[src/source/hps_link_settings.svh]
`ifndef HPS_LINK_SETTINGS_SVH
`define HPS_LINK_SETTINGS_SVH

////////////////////
// ps2 clock half period minus one, in clk_sys cycles
`define HPS_PS2_DIV 4

// ps2 byte queue depth as address bits
`define HPS_FIFO_BITS 3

// host port word
`define HPS_WORD_W 16

`endif
[src/source/ps2_pkg.sv]
package ps2_pkg;

	////////////////////
	// one ps2 port, both lines idle high
	typedef struct packed {
		logic clk;
		logic dat;
	} ps2_line_t;

	// device to host transmit sequence
	typedef enum logic [2:0] {
		IDLE,
		START,
		DATA,
		PARITY,
		STOP
	} ps2_tx_state_e;

endpackage

[src/source/uio_pkg.sv]
`include "hps_link_settings.svh"

package uio_pkg;

	////////////////////
	// host command codes kept on this port
	typedef enum logic [15:0] {
		CMD_CFG       = 16'h0001,
		CMD_JOY0      = 16'h0002,
		CMD_JOY1      = 16'h0003,
		CMD_PS2_MOUSE = 16'h0004,
		CMD_PS2_KBD   = 16'h0005,
		CMD_STATUS    = 16'h001E,
		CMD_KBD_LED   = 16'h001F
	} uio_cmd_e;

	// one data word of a frame, after the command
	typedef struct packed {
		logic                   valid;
		uio_cmd_e               cmd;
		logic [3:0]             idx;
		logic [`HPS_WORD_W-1:0] data;
	} uio_word_t;

	////////////////////
	// config word layout
	typedef struct packed {
		logic [10:0] reserved_hi;
		logic        forced_scandoubler;
		logic [1:0]  reserved_lo;
		logic [1:0]  buttons;
	} cfg_t;

endpackage

[src/source/hps_link_top.sv]
`include "hps_link_settings.svh"

module hps_link_top (
	input  logic                   clk_sys,
	input  logic                   reset,
	input  logic                   io_enable,
	input  logic                   io_strobe,
	input  logic [`HPS_WORD_W-1:0] io_din,
	output logic [`HPS_WORD_W-1:0] io_dout,
	input  logic [2:0]             kbd_led_status,
	input  logic [2:0]             kbd_led_use,
	output logic [1:0]             buttons,
	output logic                   forced_scandoubler,
	output logic [31:0]            joystick_0,
	output logic [31:0]            joystick_1,
	output logic [63:0]            status,
	output ps2_pkg::ps2_line_t     ps2_kbd,
	output ps2_pkg::ps2_line_t     ps2_mouse
);
	import uio_pkg::*;

	uio_word_t host_word;
	logic      rise_tick;
	logic      fall_tick;

	////////////////////
	// host port
	uio_cmd_fsm host_port (
		.clk_sys        (clk_sys),
		.reset          (reset),
		.io_enable      (io_enable),
		.io_strobe      (io_strobe),
		.io_din         (io_din),
		.kbd_led_status (kbd_led_status),
		.kbd_led_use    (kbd_led_use),
		.io_dout        (io_dout),
		.host_word      (host_word)
	);

	input_regs regs (
		.clk_sys            (clk_sys),
		.reset              (reset),
		.host_word          (host_word),
		.buttons            (buttons),
		.forced_scandoubler (forced_scandoubler),
		.joystick_0         (joystick_0),
		.joystick_1         (joystick_1),
		.status             (status)
	);

	////////////////////
	// ps2 emulation, one shared clock
	ps2_clk_div ps2_clk (
		.clk_sys   (clk_sys),
		.reset     (reset),
		.rise_tick (rise_tick),
		.fall_tick (fall_tick)
	);

	ps2_serializer #(.PORT_CMD(CMD_PS2_KBD)) kbd_port (
		.clk_sys   (clk_sys),
		.reset     (reset),
		.host_word (host_word),
		.rise_tick (rise_tick),
		.fall_tick (fall_tick),
		.line      (ps2_kbd)
	);

	ps2_serializer #(.PORT_CMD(CMD_PS2_MOUSE)) mouse_port (
		.clk_sys   (clk_sys),
		.reset     (reset),
		.host_word (host_word),
		.rise_tick (rise_tick),
		.fall_tick (fall_tick),
		.line      (ps2_mouse)
	);

endmodule

[src/source/ps2_serializer.sv]
module ps2_serializer #(
	parameter uio_pkg::uio_cmd_e PORT_CMD = uio_pkg::CMD_PS2_KBD
) (
	input  logic               clk_sys,
	input  logic               reset,
	input  uio_pkg::uio_word_t host_word,
	input  logic               rise_tick,
	input  logic               fall_tick,
	output ps2_pkg::ps2_line_t line
);
	import ps2_pkg::*;

	ps2_tx_state_e state;
	logic          fifo_wr;
	logic          fifo_rd;
	logic          fifo_empty;
	logic [7:0]    fifo_rdata;
	logic [7:0]    shift;
	logic          parity;
	logic [2:0]    bit_cnt;

	assign fifo_wr = host_word.valid && (host_word.cmd == PORT_CMD);
	// byte leaves the queue together with the start bit
	assign fifo_rd = rise_tick && (state == IDLE) && !fifo_empty;

	ps2_byte_fifo tx_fifo (
		.clk_sys (clk_sys),
		.reset   (reset),
		.wr      (fifo_wr),
		.wdata   (host_word.data[7:0]),
		.rd      (fifo_rd),
		.rdata   (fifo_rdata),
		.empty   (fifo_empty)
	);

	////////////////////
	// shifter, odd parity starts at 1
	always_ff @(posedge clk_sys) begin
		if (fifo_rd) begin
			shift  <= fifo_rdata;
			parity <= 1'b1;
		end else if (rise_tick && ((state == START) || (state == DATA && bit_cnt != 3'd7))) begin
			shift  <= {1'b0, shift[7:1]};
			parity <= parity ^ shift[0];
		end
		if (rise_tick && (state == START))
			bit_cnt <= '0;
		else if (rise_tick && (state == DATA))
			bit_cnt <= bit_cnt + 3'd1;
	end

	////////////////////
	// line drive, dat moves only while clk is high
	always_ff @(posedge clk_sys) begin
		if (reset) begin
			state    <= IDLE;
			line.clk <= 1'b1;
			line.dat <= 1'b1;
		end else if (rise_tick) begin
			line.clk <= 1'b1;
			case (state)
				IDLE: begin
					if (!fifo_empty) begin
						line.dat <= 1'b0;
						state    <= START;
					end
				end
				START: begin
					line.dat <= shift[0];
					state    <= DATA;
				end
				DATA: begin
					if (bit_cnt == 3'd7) begin
						line.dat <= parity;
						state    <= PARITY;
					end else begin
						line.dat <= shift[0];
					end
				end
				PARITY: begin
					line.dat <= 1'b1;
					state    <= STOP;
				end
				STOP:    state <= IDLE;
				default: state <= IDLE;
			endcase
		end else if (fall_tick && (state != IDLE)) begin
			line.clk <= 1'b0;
		end
	end

endmodule

[src/source/ps2_byte_fifo.sv]
`include "hps_link_settings.svh"

module ps2_byte_fifo #(
	parameter int ADDR_BITS = `HPS_FIFO_BITS
) (
	input  logic       clk_sys,
	input  logic       reset,
	input  logic       wr,
	input  logic [7:0] wdata,
	input  logic       rd,
	output logic [7:0] rdata,
	output logic       empty
);
	localparam int DEPTH = 1 << ADDR_BITS;

	logic [7:0]           mem [DEPTH];
	logic [ADDR_BITS-1:0] wptr;
	logic [ADDR_BITS-1:0] rptr;
	logic [ADDR_BITS:0]   count;
	logic                 full;
	logic                 do_wr;
	logic                 do_rd;

	assign full  = (count == (ADDR_BITS + 1)'(DEPTH));
	assign empty = (count == '0);
	assign do_wr = wr && !full;
	assign do_rd = rd && !empty;

	// head byte always visible
	assign rdata = mem[rptr];

	always_ff @(posedge clk_sys) begin
		if (do_wr)
			mem[wptr] <= wdata;
	end

	always_ff @(posedge clk_sys) begin
		if (reset) begin
			wptr  <= '0;
			rptr  <= '0;
			count <= '0;
		end else begin
			if (do_wr)
				wptr <= wptr + 1'b1;
			if (do_rd)
				rptr <= rptr + 1'b1;
			case ({do_wr, do_rd})
				2'b10:   count <= count + 1'b1;
				2'b01:   count <= count - 1'b1;
				default: ;
			endcase
		end
	end

endmodule

[src/source/ps2_clk_div.sv]
`include "hps_link_settings.svh"

module ps2_clk_div (
	input  logic clk_sys,
	input  logic reset,
	output logic rise_tick,
	output logic fall_tick
);
	localparam int CNT_W = $clog2(`HPS_PS2_DIV + 2);

	logic [CNT_W-1:0] cnt;
	logic             phase;

	// phase flips every half period, tick follows the new phase
	always_ff @(posedge clk_sys) begin
		if (reset) begin
			cnt       <= '0;
			phase     <= 1'b0;
			rise_tick <= 1'b0;
			fall_tick <= 1'b0;
		end else begin
			rise_tick <= 1'b0;
			fall_tick <= 1'b0;
			if (cnt == CNT_W'(`HPS_PS2_DIV)) begin
				cnt       <= '0;
				phase     <= ~phase;
				rise_tick <= ~phase;
				fall_tick <= phase;
			end else begin
				cnt <= cnt + 1'b1;
			end
		end
	end

endmodule

[src/source/input_regs.sv]
module input_regs (
	input  logic               clk_sys,
	input  logic               reset,
	input  uio_pkg::uio_word_t host_word,
	output logic [1:0]         buttons,
	output logic               forced_scandoubler,
	output logic [31:0]        joystick_0,
	output logic [31:0]        joystick_1,
	output logic [63:0]        status
);
	import uio_pkg::*;

	cfg_t cfg;

	// first word is the low half, anything after it the high half
	function automatic logic [31:0] joy_update(input logic [31:0] joy, input uio_word_t w);
		logic [31:0] next;
		next = joy;
		if (w.idx == 4'd1)
			next[15:0] = w.data;
		else
			next[31:16] = w.data;
		return next;
	endfunction

	assign buttons            = cfg.buttons;
	assign forced_scandoubler = cfg.forced_scandoubler;

	////////////////////
	always_ff @(posedge clk_sys) begin
		if (reset) begin
			cfg        <= '0;
			joystick_0 <= '0;
			joystick_1 <= '0;
			status     <= '0;
		end else if (host_word.valid) begin
			case (host_word.cmd)
				CMD_CFG:  cfg <= cfg_t'(host_word.data);
				CMD_JOY0: joystick_0 <= joy_update(joystick_0, host_word);
				CMD_JOY1: joystick_1 <= joy_update(joystick_1, host_word);
				CMD_STATUS: begin
					// four slices, low first, extra words ignored
					case (host_word.idx)
						4'd1: status[15:0]  <= host_word.data;
						4'd2: status[31:16] <= host_word.data;
						4'd3: status[47:32] <= host_word.data;
						4'd4: status[63:48] <= host_word.data;
						default: ;
					endcase
				end
				default: ;
			endcase
		end
	end

endmodule

[src/source/uio_cmd_fsm.sv]
`include "hps_link_settings.svh"

module uio_cmd_fsm (
	input  logic                   clk_sys,
	input  logic                   reset,
	input  logic                   io_enable,
	input  logic                   io_strobe,
	input  logic [`HPS_WORD_W-1:0] io_din,
	input  logic [2:0]             kbd_led_status,
	input  logic [2:0]             kbd_led_use,
	output logic [`HPS_WORD_W-1:0] io_dout,
	output uio_pkg::uio_word_t     host_word
);
	import uio_pkg::*;

	typedef enum logic [1:0] {IDLE, CMD, DATA} frame_state_e;

	frame_state_e           state;
	uio_cmd_e               cmd;
	logic [3:0]             word_cnt;
	logic                   skip;
	logic                   ps2_cmd;
	logic                   skip_word;
	logic [`HPS_WORD_W-1:0] led_word;

	logic                   word_valid;
	uio_cmd_e               word_cmd;
	logic [3:0]             word_idx;
	logic [`HPS_WORD_W-1:0] word_data;

	// 0xFF in the upper byte ends the useful part of a ps2 frame
	assign ps2_cmd   = (cmd == CMD_PS2_KBD) || (cmd == CMD_PS2_MOUSE);
	assign skip_word = ps2_cmd && (&io_din[`HPS_WORD_W-1:8]);

	// status/use pairs, led 2 first
	assign led_word = {{(`HPS_WORD_W-8){1'b0}}, 2'b01,
		kbd_led_status[2], kbd_led_use[2],
		kbd_led_status[1], kbd_led_use[1],
		kbd_led_status[0], kbd_led_use[0]};

	assign host_word = '{valid: word_valid, cmd: word_cmd, idx: word_idx, data: word_data};

	////////////////////
	// decoded word payload
	always_ff @(posedge clk_sys) begin
		if (io_strobe && (state == DATA)) begin
			word_cmd  <= cmd;
			word_idx  <= word_cnt;
			word_data <= io_din;
		end
	end

	////////////////////
	// frame control
	always_ff @(posedge clk_sys) begin
		if (reset || !io_enable) begin
			state      <= IDLE;
			cmd        <= uio_cmd_e'('0);
			word_cnt   <= '0;
			skip       <= 1'b0;
			word_valid <= 1'b0;
			io_dout    <= '0;
		end else begin
			word_valid <= 1'b0;
			case (state)
				IDLE, CMD: begin
					if (io_strobe) begin
						cmd      <= uio_cmd_e'(io_din);
						word_cnt <= 4'd1;
						io_dout  <= '0;
						state    <= DATA;
					end else begin
						state <= CMD;
					end
				end
				DATA: begin
					if (io_strobe) begin
						word_valid <= !(skip || skip_word);
						if (skip_word)
							skip <= 1'b1;
						// index saturates, later words share the last slot
						if (word_cnt != 4'd15)
							word_cnt <= word_cnt + 4'd1;
						io_dout <= (cmd == CMD_KBD_LED) ? led_word : '0;
					end
				end
				default: state <= IDLE;
			endcase
		end
	end

endmodule

[config.mk]
export PLATFORM = sky130hd
export DESIGN_NAME = hps_link_top
export DESIGN_NICKNAME = d
export VERILOG_FILES = /design/src/source/ps2_pkg.sv /design/src/source/uio_pkg.sv /design/src/source/hps_link_top.sv /design/src/source/ps2_serializer.sv /design/src/source/ps2_byte_fifo.sv /design/src/source/ps2_clk_div.sv /design/src/source/input_regs.sv /design/src/source/uio_cmd_fsm.sv
export VERILOG_INCLUDE_DIRS = /design/src /design/src/source
export SDC_FILE = /design/constraint.sdc
export NUM_CORES = 1
export LEC_CHECK = 0
export BUFFER_PORTS_ARGS = -buffer_cell sky130_fd_sc_hd__buf_2
export CAP_MARGIN = 20
export CORE_MARGIN = 5
export CORE_UTILIZATION = 58
export DETAILED_ROUTE_END_ITERATION = 10
export GPL_ROUTABILITY_DRIVEN = 1
export HOLD_SLACK_MARGIN = 0.1
export MAX_ROUTING_LAYER = met4
export PLACE_DENSITY = 0.89
export SLEW_MARGIN = 40
export SYNTH_ARGS = -nofsm -noshare
export SYNTH_HDL_FRONTEND = slang
export SYNTH_SLANG_ARGS = --single-unit
[constraint.sdc]
create_clock -name clk_sys -period 3.1 [get_ports clk_sys]
set_input_delay 0.62 -clock clk_sys [delete_from_list [all_inputs] [get_ports clk_sys]]
set_output_delay 0.62 -clock clk_sys [all_outputs]
set_load 0.005 [all_outputs]
==> impl_metrics.csv <==
group,metric,value,unit
global_route,antenna_found_initial,1,
logic_synthesis,yosys_warnings,0,
logic_synthesis,synth_area_leaders,"edfxtp_1 35%, dfxtp_1 28%, mux2i_1 10%",
route,drc,0,
route,viasPerCell,5.90,
cts,cts-root-buf,"clkbuf_16",
route,totalWireLength,35900,µm
critical_path,cp_data_arrival_time,3.43,ns
cts,clockBufferDepth,3,
pwr,power_density,577,mW/mm²
global_route,grtUsageTotal,0.247,
placement,dp.cells,1653,
run,cap_violations,0,
logic_synthesis,synth.cell_area,0.0153,mm²
placement,placed_area,0.0164,mm²
timing,max_slew_margin,0.453,
timing,finalHoldViolCount,0,
route,drt_iter0_markers,844,
placement,place.gp.congestion,0.853,
cells_and_area,syn_to_final_growth,15.7,%
critical_path,crit_start,"host_port.word_cmd[15]",
placement,port_buffers,167,
logic_synthesis,synth_edf_count,180,
critical_path,reg2reg_from,"host_port.word_cmd[15]",
logic_synthesis,synth_cells,1183,
cts,cts_buffers,39,
timing,setup_viol,0,
global_route,grt_pass1_vias,10100,
logic_synthesis,ys_ff_latch,392,
placement,place_hpwl,23700,µm
route,dr.pass1.iters,7,
cts,clkTransAtPathRegs,0.06,ns
placement,dp_slack,0.112,ns
timing,fmax,0.337,GHz
critical_path,required,3.56,ns
cts,clk_latency,0.54,ns
logic_synthesis,synth.most_common_cell,"nand2_1",
logic_synthesis,synth-async-reset-ratio,0,
logic_synthesis,yosysSeqAreaShare,0.631,
cts,tritoncts,"done",
logic_synthesis,synth_top_area_cell,"edfxtp_1",
cells_and_area,stdcell_area,0.0177,mm²
global_route,grt_start_max_net_pins,82,
floorplan,die_w,172,µm
critical_path,cpPeakStageDelay,0.56,ns
timing,clock_skew,0.0167,ns
critical_path,cp-end-kind,"register",
critical_path,critPathSlowestCell,"or4b_4",
pwr,p_leak,0.00754,µW
timing,rsz0062_at_grt,"true",
outcome,status,"complete, no violations",
floorplan,die_h,172,µm
logic_synthesis,synth_cell_types,61,
route,wl_per_cell,20.8,µm
hold_path,hold_start,"io_din[5]",
route,drtAntennaViolNets,0,
timing,worst_slack,0.133,ns
cells_and_area,drive_gt1_frac,0.227,
route,dr_total_vias,10200,
cts,htree_levels,2,
floorplan,io_pins,177,
logic_synthesis,syn_area_per_cell,12.9,µm²
timing,fin_crit,2.97,ns
global_route,grt_overflow_total,0,
floorplan,die-area,0.0297,mm²
cells_and_area,stdcell_count,1724,
timing,finalCritPeriodShare,0.957,
logic_synthesis,synth_top_area_frac,0.354,
floorplan,initial_core_util,0.588,
timing,tightest_slew,0.819,ns
critical_path,cp_cell_sequence,"or4b_4 -> nor3_1 -> nand3_2 -> ha_2 -> xor2_1 -> ha_1 -> a21oi_1 -> xor2_1 -> or3_1 -> a21oi_1",
floorplan,num_rows,59,
hold_path,hold_path_class,"input port to register",
critical_path,start_kind,"register",
floorplan,coreArea,0.0260,mm²
cts,clock-sinks,392,
critical_path,critPathKind,"register to register",
critical_path,crit_fanout,6,
cells_and_area,nets,1402,
pwr,ir_worst_vdd,0.497,mV
logic_synthesis,ys.flop_type,"dfxtp_1",
global_route,grt_pass1_wl,55300,µm
timing,drv_slew,0,
logic_synthesis,ys_top_cells_by_count,"223 x nand2_1, 212 x dfxtp_1, 180 x edfxtp_1, 155 x mux2i_1",
-- area by class of cell --
class                           count  area (µm²)
Antenna cell                        1        2.50
Clock buffer                       54        1080
Clock inverter                     16         168
Fill cell                        1731        8300
Inverter                           11        43.8
Multi-Input combinational cell    717        5250
Sequential cell                   392        9650
Tap cell                          335         419
Timing Repair Buffer              198        1070
-- worst paths after layout --
check             depth (start not counted)  slack [ns]                          end
hold reg to reg                           1        0.44         host_port.word_valid
setup reg to reg                         10        0.13  mouse_port.tx_fifo.count[2]
hold / removal                            1        0.29       host_port.word_data[5]
setup / recovery                         10        0.13  mouse_port.tx_fifo.count[2]
-- placed cells by master, fill, tap and decap left out, types with 31 or more instances in the layout --
| master | count |
|---|---|
| edfxtp_1 | 180 |
| mux4_2 | 32 |
| buf_4 | 31 |
| nand2_1 | 223 |
| mux2i_1 | 155 |
| dfxtp_1 | 211 |
| clkbuf_16 | 40 |
| nor2_1 | 37 |
| buf_2 | 167 |
| o21ai_0 | 38 |
| a21oi_1 | 33 |
-- routing by layer --
layer,up-vias,GRT usage,share of wire
li1,4615,-,-
met1,4996,0.299,0.38
met2,430,0.407,0.51
met3,127,0.0402,0.060
met4,0,0.115,0.054
met5,-,-,0
-- kinds of logic (layout without fill, tap and decap cells) --
kind of cell,count (synthesis),in the layout,synth area share
simple gates,384,384,0.127
fa+ha+maj,17,17,0.0139
compound gates,102,102,0.0395
xor+xnor,15,15,0.00860
mux,190,190,0.151
other cells,1,10,0.000245
buf+inv,82,279,0.0286
flops,392,392,0.631
-- power by group --
group	switching, µW	internal (µW)	leakage, µW
clock	1950	2640	0.000615
sequential	24.2	5400	0.00333
combinational	134	44.9	0.00360
-- worst max-delay path, delay by kind of cell (launching register included) --
kind | cells | cell delay [ns]
adder cells (fa/ha/maj) | 2 | 0.49
AO/OA/AOI/OAI | 2 | 0.30
flip-flops | 1 | 0.40
AND/OR/NAND/NOR | 4 | 1.43
XOR/XNOR | 2 | 0.26
-- stage by stage --
stage          total power (µW)  hold slack [ns]  utilization  TNS, ns
6_report                  10200            0.286        0.680        0
5_1_grt                   10500            0.273        0.680  -0.0301
4_1_cts                   10200            0.272        0.680        0
3_5_place_dp               5710            0.436        0.632        0
3_3_place_gp               5710            0.432        0.632        0
2_1_floorplan              5640            0.398            -        0
-- timing repair --
action | 4_1_cts | 5_1_grt
setup endpoints to repair | 1 | 2
pin swaps | 0 | 0
setup buffers | 0 | 0
hold buffers | 0 | 0
resized for setup | 1 | 3
-- registers in the layout (all words and copies together), names as in the netlist, 4 cells and up, named ones only --
| register | cells |
|---|---|
| kbd_port.tx_fifo.count | 4 |
| regs.joystick_0 | 32 |
| mouse_port.tx_fifo.mem | 64 |
| host_port.word_data | 16 |
| regs.joystick_1 | 32 |
| host_port.cmd | 16 |
| mouse_port.shift | 8 |
| host_port.word_cmd | 16 |
| mouse_port.tx_fifo.count | 4 |
| regs.status | 64 |
| kbd_port.shift | 8 |
| host_port.word_cnt | 4 |
| host_port.io_dout | 7 |
| host_port.word_idx | 4 |
| kbd_port.tx_fifo.mem | 64 |
Power figures use the tool's default switching activity.
